## src/fabric_pkg.sv

```systemverilog
package fabric_pkg;

  // Array geometry
  localparam int NUM_ROWS  = 2;
  localparam int NUM_COLS  = 2;
  localparam int NUM_TILES = NUM_ROWS * NUM_COLS;

  // Logic cell shape
  localparam int LUT_K         = 4;
  localparam int LUTS_PER_CELL = 2;
  localparam int CELL_INPUTS   = LUT_K * LUTS_PER_CELL;

  // Each tile sees eight routing sources and owns two pads
  localparam int NUM_SRC       = 8;
  localparam int PADS_PER_TILE = 2;

  // Outputs of one logic cell, one bit per LUT
  typedef logic [LUTS_PER_CELL-1:0] cell_out_t;

  // LUT inputs of one cell, LUT0 in the low nibble
  typedef logic [CELL_INPUTS-1:0] lut_in_t;

  // Truth table address of a single LUT
  typedef logic [LUT_K-1:0] lut_addr_t;

  // Routing sources seen by one tile
  typedef logic [NUM_SRC-1:0] src_bus_t;

  // Top level pads, tile t owns bits 2t+1 and 2t
  typedef logic [PADS_PER_TILE*NUM_TILES-1:0] pad_bus_t;

  // All cell outputs, tile t in bits 2t+1 and 2t
  typedef logic [LUTS_PER_CELL*NUM_TILES-1:0] fab_out_t;

  // Per column strobes from the loader
  typedef logic [NUM_COLS-1:0] col_vec_t;

endpackage

```

## src/cfg_pkg.sv

```systemverilog
package cfg_pkg;

  // One configuration frame per tile
  localparam int FRAME_BITS    = 64;
  localparam int CFG_WORD_BITS = 8;
  localparam int WORD_CNT_BITS = $clog2(CFG_WORD_BITS);

  typedef logic [CFG_WORD_BITS-1:0] cfg_word_t;
  typedef logic [FRAME_BITS-1:0]    frame_t;
  typedef logic [WORD_CNT_BITS-1:0] bit_cnt_t;

  // Frame layout
  localparam int SEL_BITS   = 3;
  localparam int SEL_LSB    = 0;
  localparam int LUT_BITS   = 16;
  localparam int LUT0_LSB   = 24;
  localparam int LUT1_LSB   = 40;
  localparam int REG_EN_LSB = 56;

  typedef logic [SEL_BITS-1:0] src_sel_t;
  typedef logic [LUT_BITS-1:0] lut_table_t;

  // Routing source numbering, two bits per group
  localparam int SRC_PAD   = 0;
  localparam int SRC_WEST  = 2;
  localparam int SRC_SOUTH = 4;
  localparam int SRC_FB    = 6;

  // Host word loader FSM
  typedef enum logic [1:0] {
    IDLE,
    SHIFT,
    COMMIT,
    ACK
  } loader_state_t;

endpackage

```

## src/config_tile.sv

```systemverilog
`timescale 1ns/1ps

module config_tile import cfg_pkg::*; (
  input  logic   clk,
  input  logic   rst,
  input  logic   shift_en,
  input  logic   shift_in,
  input  logic   commit,
  output logic   shift_out,
  output frame_t frame
);

  // Shadow register is loaded serially, the active copy steers the tile
  frame_t shadow_q;
  frame_t active_q;

  always_ff @(posedge clk) begin
    if (rst) begin
      shadow_q <= '0;
    end else if (shift_en) begin
      // New bit enters at the LSB and moves up one place per cycle
      shadow_q <= {shadow_q[FRAME_BITS-2:0], shift_in};
    end
  end

  always_ff @(posedge clk) begin
    if (rst) begin
      active_q <= '0;
    end else if (commit) begin
      active_q <= shadow_q;
    end
  end

  // MSB feeds the tile above in the same column
  assign shift_out = shadow_q[FRAME_BITS-1];
  assign frame     = active_q;

endmodule

```

## src/logic_cell.sv

```systemverilog
`timescale 1ns/1ps

module logic_cell import fabric_pkg::*, cfg_pkg::*; (
  input  logic      clk,
  input  logic      rst,
  input  frame_t    frame,
  input  lut_in_t   lut_in,
  output cell_out_t out,
  output cell_out_t reg_out
);

  lut_table_t lut_table [LUTS_PER_CELL];
  lut_addr_t  lut_addr  [LUTS_PER_CELL];
  cell_out_t  lut_res;
  cell_out_t  reg_en;
  cell_out_t  res_q;

  // Truth tables from the active frame
  assign lut_table[0] = frame[LUT0_LSB +: LUT_BITS];
  assign lut_table[1] = frame[LUT1_LSB +: LUT_BITS];
  assign reg_en       = frame[REG_EN_LSB +: LUTS_PER_CELL];

  // LUT l reads inputs 4l..4l+3, lowest input is the address LSB
  always_comb begin
    for (int l = 0; l < LUTS_PER_CELL; l++) begin
      lut_addr[l] = lut_in[l*LUT_K +: LUT_K];
      lut_res[l]  = lut_table[l][lut_addr[l]];
    end
  end

  // Registered copy is taken every cycle, also when not selected,
  // since it is the feedback source of the tile
  always_ff @(posedge clk) begin
    if (rst) begin
      res_q <= '0;
    end else begin
      res_q <= lut_res;
    end
  end

  always_comb begin
    for (int l = 0; l < LUTS_PER_CELL; l++) begin
      out[l] = reg_en[l] ? res_q[l] : lut_res[l];
    end
  end

  assign reg_out = res_q;

endmodule

```

## src/routing_mux.sv

```systemverilog
`timescale 1ns/1ps

module routing_mux import fabric_pkg::*, cfg_pkg::*; (
  input  frame_t   frame,
  input  src_bus_t src,
  output lut_in_t  lut_in
);

  // One 3-bit select field per LUT input, packed from the frame LSB
  src_sel_t sel [CELL_INPUTS];

  always_comb begin
    for (int k = 0; k < CELL_INPUTS; k++) begin
      sel[k] = frame[SEL_LSB + k*SEL_BITS +: SEL_BITS];
    end
  end

  // Unidirectional crossbar, any source may drive any LUT input
  always_comb begin
    for (int k = 0; k < CELL_INPUTS; k++) begin
      lut_in[k] = src[sel[k]];
    end
  end

endmodule

```

## src/config_loader.sv

```systemverilog
`timescale 1ns/1ps

module config_loader import fabric_pkg::*, cfg_pkg::*; (
  input  logic      clk,
  input  logic      rst,
  input  logic      cfg_req,
  input  logic      cfg_col,
  input  logic      cfg_commit,
  input  cfg_word_t cfg_word,
  output logic      cfg_ack,
  output col_vec_t  shift_en,
  output col_vec_t  shift_bit,
  output col_vec_t  commit
);

  loader_state_t state_q;
  bit_cnt_t      bit_cnt_q;
  cfg_word_t     word_q;
  logic          col_q;
  logic          ack_q;

  always_ff @(posedge clk) begin
    if (rst) begin
      state_q   <= IDLE;
      bit_cnt_q <= '0;
      ack_q     <= 1'b0;
    end else begin
      case (state_q)
        IDLE: begin
          if (cfg_req) begin
            bit_cnt_q <= '0;
            state_q   <= cfg_commit ? COMMIT : SHIFT;
          end
        end
        SHIFT: begin
          bit_cnt_q <= bit_cnt_q + 1'b1;
          if (bit_cnt_q == bit_cnt_t'(CFG_WORD_BITS - 1)) begin
            state_q <= ACK;
          end
        end
        // Single cycle commit strobe
        COMMIT: state_q <= ACK;
        ACK: begin
          // Raise ack on entry, then hold it until the host drops req
          if (!ack_q) begin
            ack_q <= 1'b1;
          end else if (!cfg_req) begin
            ack_q   <= 1'b0;
            state_q <= IDLE;
          end
        end
        default: state_q <= IDLE;
      endcase
    end
  end

  // Word and column are captured on the request and shifted out MSB first
  always_ff @(posedge clk) begin
    if (state_q == IDLE && cfg_req) begin
      word_q <= cfg_word;
      col_q  <= cfg_col;
    end else if (state_q == SHIFT) begin
      word_q <= {word_q[CFG_WORD_BITS-2:0], 1'b0};
    end
  end

  always_comb begin
    shift_en  = '0;
    shift_bit = '0;
    commit    = '0;
    shift_en[col_q]  = (state_q == SHIFT);
    shift_bit[col_q] = (state_q == SHIFT) & word_q[CFG_WORD_BITS-1];
    commit[col_q]    = (state_q == COMMIT);
  end

  assign cfg_ack = ack_q;

endmodule

```

## src/fabric_tiles.sv

```systemverilog
`timescale 1ns/1ps

module fabric_tiles import fabric_pkg::*, cfg_pkg::*; (
  input  logic      clk,
  input  logic      rst,
  input  pad_bus_t  pad_in,
  output fab_out_t  fab_out,
  input  logic      cfg_req,
  input  logic      cfg_col,
  input  logic      cfg_commit,
  input  cfg_word_t cfg_word,
  output logic      cfg_ack
);

  //   row 1   (1,0) (1,1)
  //   row 0   (0,0) (0,1)
  // Tile index is row * NUM_COLS + col, chains enter at row 0

  col_vec_t col_shift_en;
  col_vec_t col_shift_bit;
  col_vec_t col_commit;

  frame_t    tile_frame     [NUM_TILES];
  logic      tile_shift_in  [NUM_TILES];
  logic      tile_shift_out [NUM_TILES];
  src_bus_t  tile_src       [NUM_TILES];
  lut_in_t   tile_lut_in    [NUM_TILES];
  cell_out_t tile_out       [NUM_TILES];
  cell_out_t tile_reg_out   [NUM_TILES];

  config_loader u_loader (
    .clk        (clk),
    .rst        (rst),
    .cfg_req    (cfg_req),
    .cfg_col    (cfg_col),
    .cfg_commit (cfg_commit),
    .cfg_word   (cfg_word),
    .cfg_ack    (cfg_ack),
    .shift_en   (col_shift_en),
    .shift_bit  (col_shift_bit),
    .commit     (col_commit)
  );

  for (genvar r = 0; r < NUM_ROWS; r++) begin : g_row
    for (genvar c = 0; c < NUM_COLS; c++) begin : g_col
      localparam int IDX = r * NUM_COLS + c;

      // Configuration chain, row 0 is fed by the loader
      if (r == 0) begin : g_chain_head
        assign tile_shift_in[IDX] = col_shift_bit[c];
      end else begin : g_chain_link
        assign tile_shift_in[IDX] = tile_shift_out[IDX-NUM_COLS];
      end

      // Own pads and registered feedback
      assign tile_src[IDX][SRC_PAD +: PADS_PER_TILE] =
        pad_in[IDX*PADS_PER_TILE +: PADS_PER_TILE];
      assign tile_src[IDX][SRC_FB +: LUTS_PER_CELL] = tile_reg_out[IDX];

      // West neighbor, tied low on the west edge
      if (c > 0) begin : g_west
        assign tile_src[IDX][SRC_WEST +: LUTS_PER_CELL] = tile_out[IDX-1];
      end else begin : g_west_edge
        assign tile_src[IDX][SRC_WEST +: LUTS_PER_CELL] = '0;
      end

      // South neighbor, tied low on the south edge
      if (r > 0) begin : g_south
        assign tile_src[IDX][SRC_SOUTH +: LUTS_PER_CELL] = tile_out[IDX-NUM_COLS];
      end else begin : g_south_edge
        assign tile_src[IDX][SRC_SOUTH +: LUTS_PER_CELL] = '0;
      end

      config_tile u_cfg (
        .clk       (clk),
        .rst       (rst),
        .shift_en  (col_shift_en[c]),
        .shift_in  (tile_shift_in[IDX]),
        .commit    (col_commit[c]),
        .shift_out (tile_shift_out[IDX]),
        .frame     (tile_frame[IDX])
      );

      routing_mux u_mux (
        .frame  (tile_frame[IDX]),
        .src    (tile_src[IDX]),
        .lut_in (tile_lut_in[IDX])
      );

      logic_cell u_cell (
        .clk     (clk),
        .rst     (rst),
        .frame   (tile_frame[IDX]),
        .lut_in  (tile_lut_in[IDX]),
        .out     (tile_out[IDX]),
        .reg_out (tile_reg_out[IDX])
      );

      assign fab_out[IDX*LUTS_PER_CELL +: LUTS_PER_CELL] = tile_out[IDX];
    end
  end

endmodule

```

## config.mk

```make
export PLATFORM = sky130hd
export DESIGN_NAME = fabric_tiles
export DESIGN_NICKNAME = d
export VERILOG_FILES = /design/src/fabric_pkg.sv /design/src/cfg_pkg.sv /design/src/config_tile.sv /design/src/logic_cell.sv /design/src/routing_mux.sv /design/src/config_loader.sv /design/src/fabric_tiles.sv
export SDC_FILE = /design/constraint.sdc
export NUM_CORES = 1
export LEC_CHECK = 0
export ABC_AREA = 0
export BUFFER_PORTS_ARGS = -buffer_cell sky130_fd_sc_hd__buf_2
export CAP_MARGIN = 25
export CORE_UTILIZATION = 35
export CTS_BUF_LIST = sky130_fd_sc_hd__clkbuf_4
export DETAILED_ROUTE_END_ITERATION = 6
export GPL_ROUTABILITY_DRIVEN = 1
export PLACE_DENSITY_LB_ADDON = 0.3
export RECOVER_POWER = 100
export SLEW_MARGIN = 10
export SYNTH_ARGS = -nofsm -noshare
export SYNTH_HDL_FRONTEND = slang
export SYNTH_HIERARCHICAL = 1
export SYNTH_SLANG_ARGS = --single-unit
```

## constraint.sdc

```tcl
create_clock -name clk -period 20.4 [get_ports clk]
set_input_delay 4.08 -clock clk [delete_from_list [all_inputs] [get_ports clk]]
set_output_delay 4.08 -clock clk [all_outputs]
set_load 0.02 [all_outputs]
```

==> results.cfg <==
[status]
outcome = complete, but fails checks
violations = capacitance limit, slew limit

[timing]
finalHoldViolations = 0
fin_setup_tns_ps = 0
finalClockSkew_ps = 48.87
setup_viol = 0
worst_slack_ps = 5588
period_needed_ps = 14810
rsz0062_at_grt = no
max_freq_mhz = 67.51
min_period_over_period_pct = 72.61
relSlewSlack_pct = -481.1
slew_violations = 466
whs_ps = 476.4
worst_slew_pin_slew_ps = 8716

[worst_setup_path]
ff2ff_setup_slack_ps = 13730
r2r_cells = 17
cp-end-kind = output port
r2r_end = g_row[1].g_col[1].u_cell/reg_out[1]
crit_required_ps = 16320
criticalPathCategory = in -> out
worstPathArrival_ps = 10730
startpoint_type = primary input
path_max_fanout = 17
timing.rr.start = g_row[0].g_col[0].u_cell/reg_out[0]

[power_and_ir_drop]
power_mw = 2.141
vdd_drop_max_mv = 0.04788
p_leak_nw = 8.400
p_per_area_nw_per_um2 = 90.70

[synth]
syn_inst = 1841
syn_area_sq_um = 21510
synth.avg_cell_area_sq_um = 11.69
synth_warnings = 6

[cells_and_area]
fin_area_sq_um = 23610
multi_input_area_sq_um = 10500
fill_cells = 5952
layout.cells.non_filler = 2836
final_nets = 1994
area_delta_synth_final_pct = 9.724
final_cell_mix = mux2i_1, dfxtp_1, nor2_1
mostFrequentLayoutCell = mux2i_1
drive_gt1_share_pct = 14.64
fin_util_pct = 38.96
regArea_sq_um = 10080

[floorplanning]
io_pins = 30
dieArea_sq_um = 62460
rows = 90
die_x_um = 249.9
die_h_um = 249.9
design.core.area_sq_um = 60580
initial_core_util_pct = 35.51

[clocking]
postCtsSetupRepairBufs = 0
clk_latency_ps = 930
cts.htree.levels = 4
cts.clk_slew.worst_paths_ps = 60
clock_path_buffers = 3
hold_buffers = 0
postCtsResizedCells = 0
numCtsBuffers = 134
cts_tree = yes
cts.sinks = 499
cts_root_buf = clkbuf_4

[route]
vias = 13550
postRouteWirelength_um = 41460
wl_per_cell_um = 14.62
drc = 0
first_pass_iters = 5
drt_iter0_markers = 675
avgViaCountPerCell = 4.776
ant_nets = 0

[job]
drv_cap = 4

[worst_hold_path]
min_from = u_loader/bit_cnt_q[0]
hold_path_depth = 2
min_path_type = reg -> reg
hold-path-endpoint = u_loader/bit_cnt_q[0]

[placement]
port_buffers = 29
gp_congestion = 0.7674
dpl.hpwl_um = 25450
post-place-ws_ps = 5504
postPlaceCellArea_sq_um = 21890
placed_cells = 2607

[grt]
gr-usage-all-layers_pct = 13.52
grt_overflow = 0
grt_first_pass_wirelength_um = 68630
grt_max_degree = 216
grt_pass1_vias = 13430
antenna_found_initial = 3
-- how the worst max path moves through the flow --
stage | startpoint | end
after CTS | pad_in[1] | fab_out[7]
final | pad_in[1] | fab_out[7]
after global placement | pad_in[1] | fab_out[7]
after global routing | pad_in[1] | fab_out[7]
after floorplan | pad_in[1] | fab_out[6]
after detailed placement | pad_in[1] | fab_out[7]
-- registers in the layout, indices dropped and copies added, names as in the netlist --
register and flops:
g_row.g_col.u_cfg/shadow_q 244, u_loader/col_q 1, u_loader/state_q 2, u_loader/cfg_ack 1
g_row.g_col.u_cell/reg_out 8, u_loader/word_q 8, u_loader/bit_cnt_q 3, g_row.g_col.u_cfg/frame 232
-- critical path: stages --
cell and delay (ps):
buf_2 150, mux4_1 500, mux2_1 420, mux2i_1 170, mux4_2 490, a221oi_2 250, clkbuf_1 600, mux4_1 370
mux2_2 210, mux4_1 570, o22ai_1 230, a221oi_1 110, clkbuf_1 290, mux4_1 570, mux2_2 370, mux2i_1 150
mux4_2 500, a221oi_1 370, clkbuf_1 280
-- layout make-up --
class	instances	share of cell area, %
Multi-Input combinational cell	1269	44.48
Antenna cell	5	0.05301
Inverter	13	0.2067
Sequential cell	499	42.70
Tap cell	782	4.145
Clock inverter	25	0.8481
Timing Repair Buffer	50	1.426
Clock buffer	193	6.138
-- layer usage --
metal  track usage [%]  routed length (um)
met5                 0                   0
met4             5.838                 855
met3             4.453                1993
met2             20.27               18490
met1             17.67               20130
-- power by group --
group          internal, mW  switching, mW
clock                 0.480          0.398
combinational         0.114          0.149
sequential            0.991        0.00864
Power figures use the tool's default switching activity.
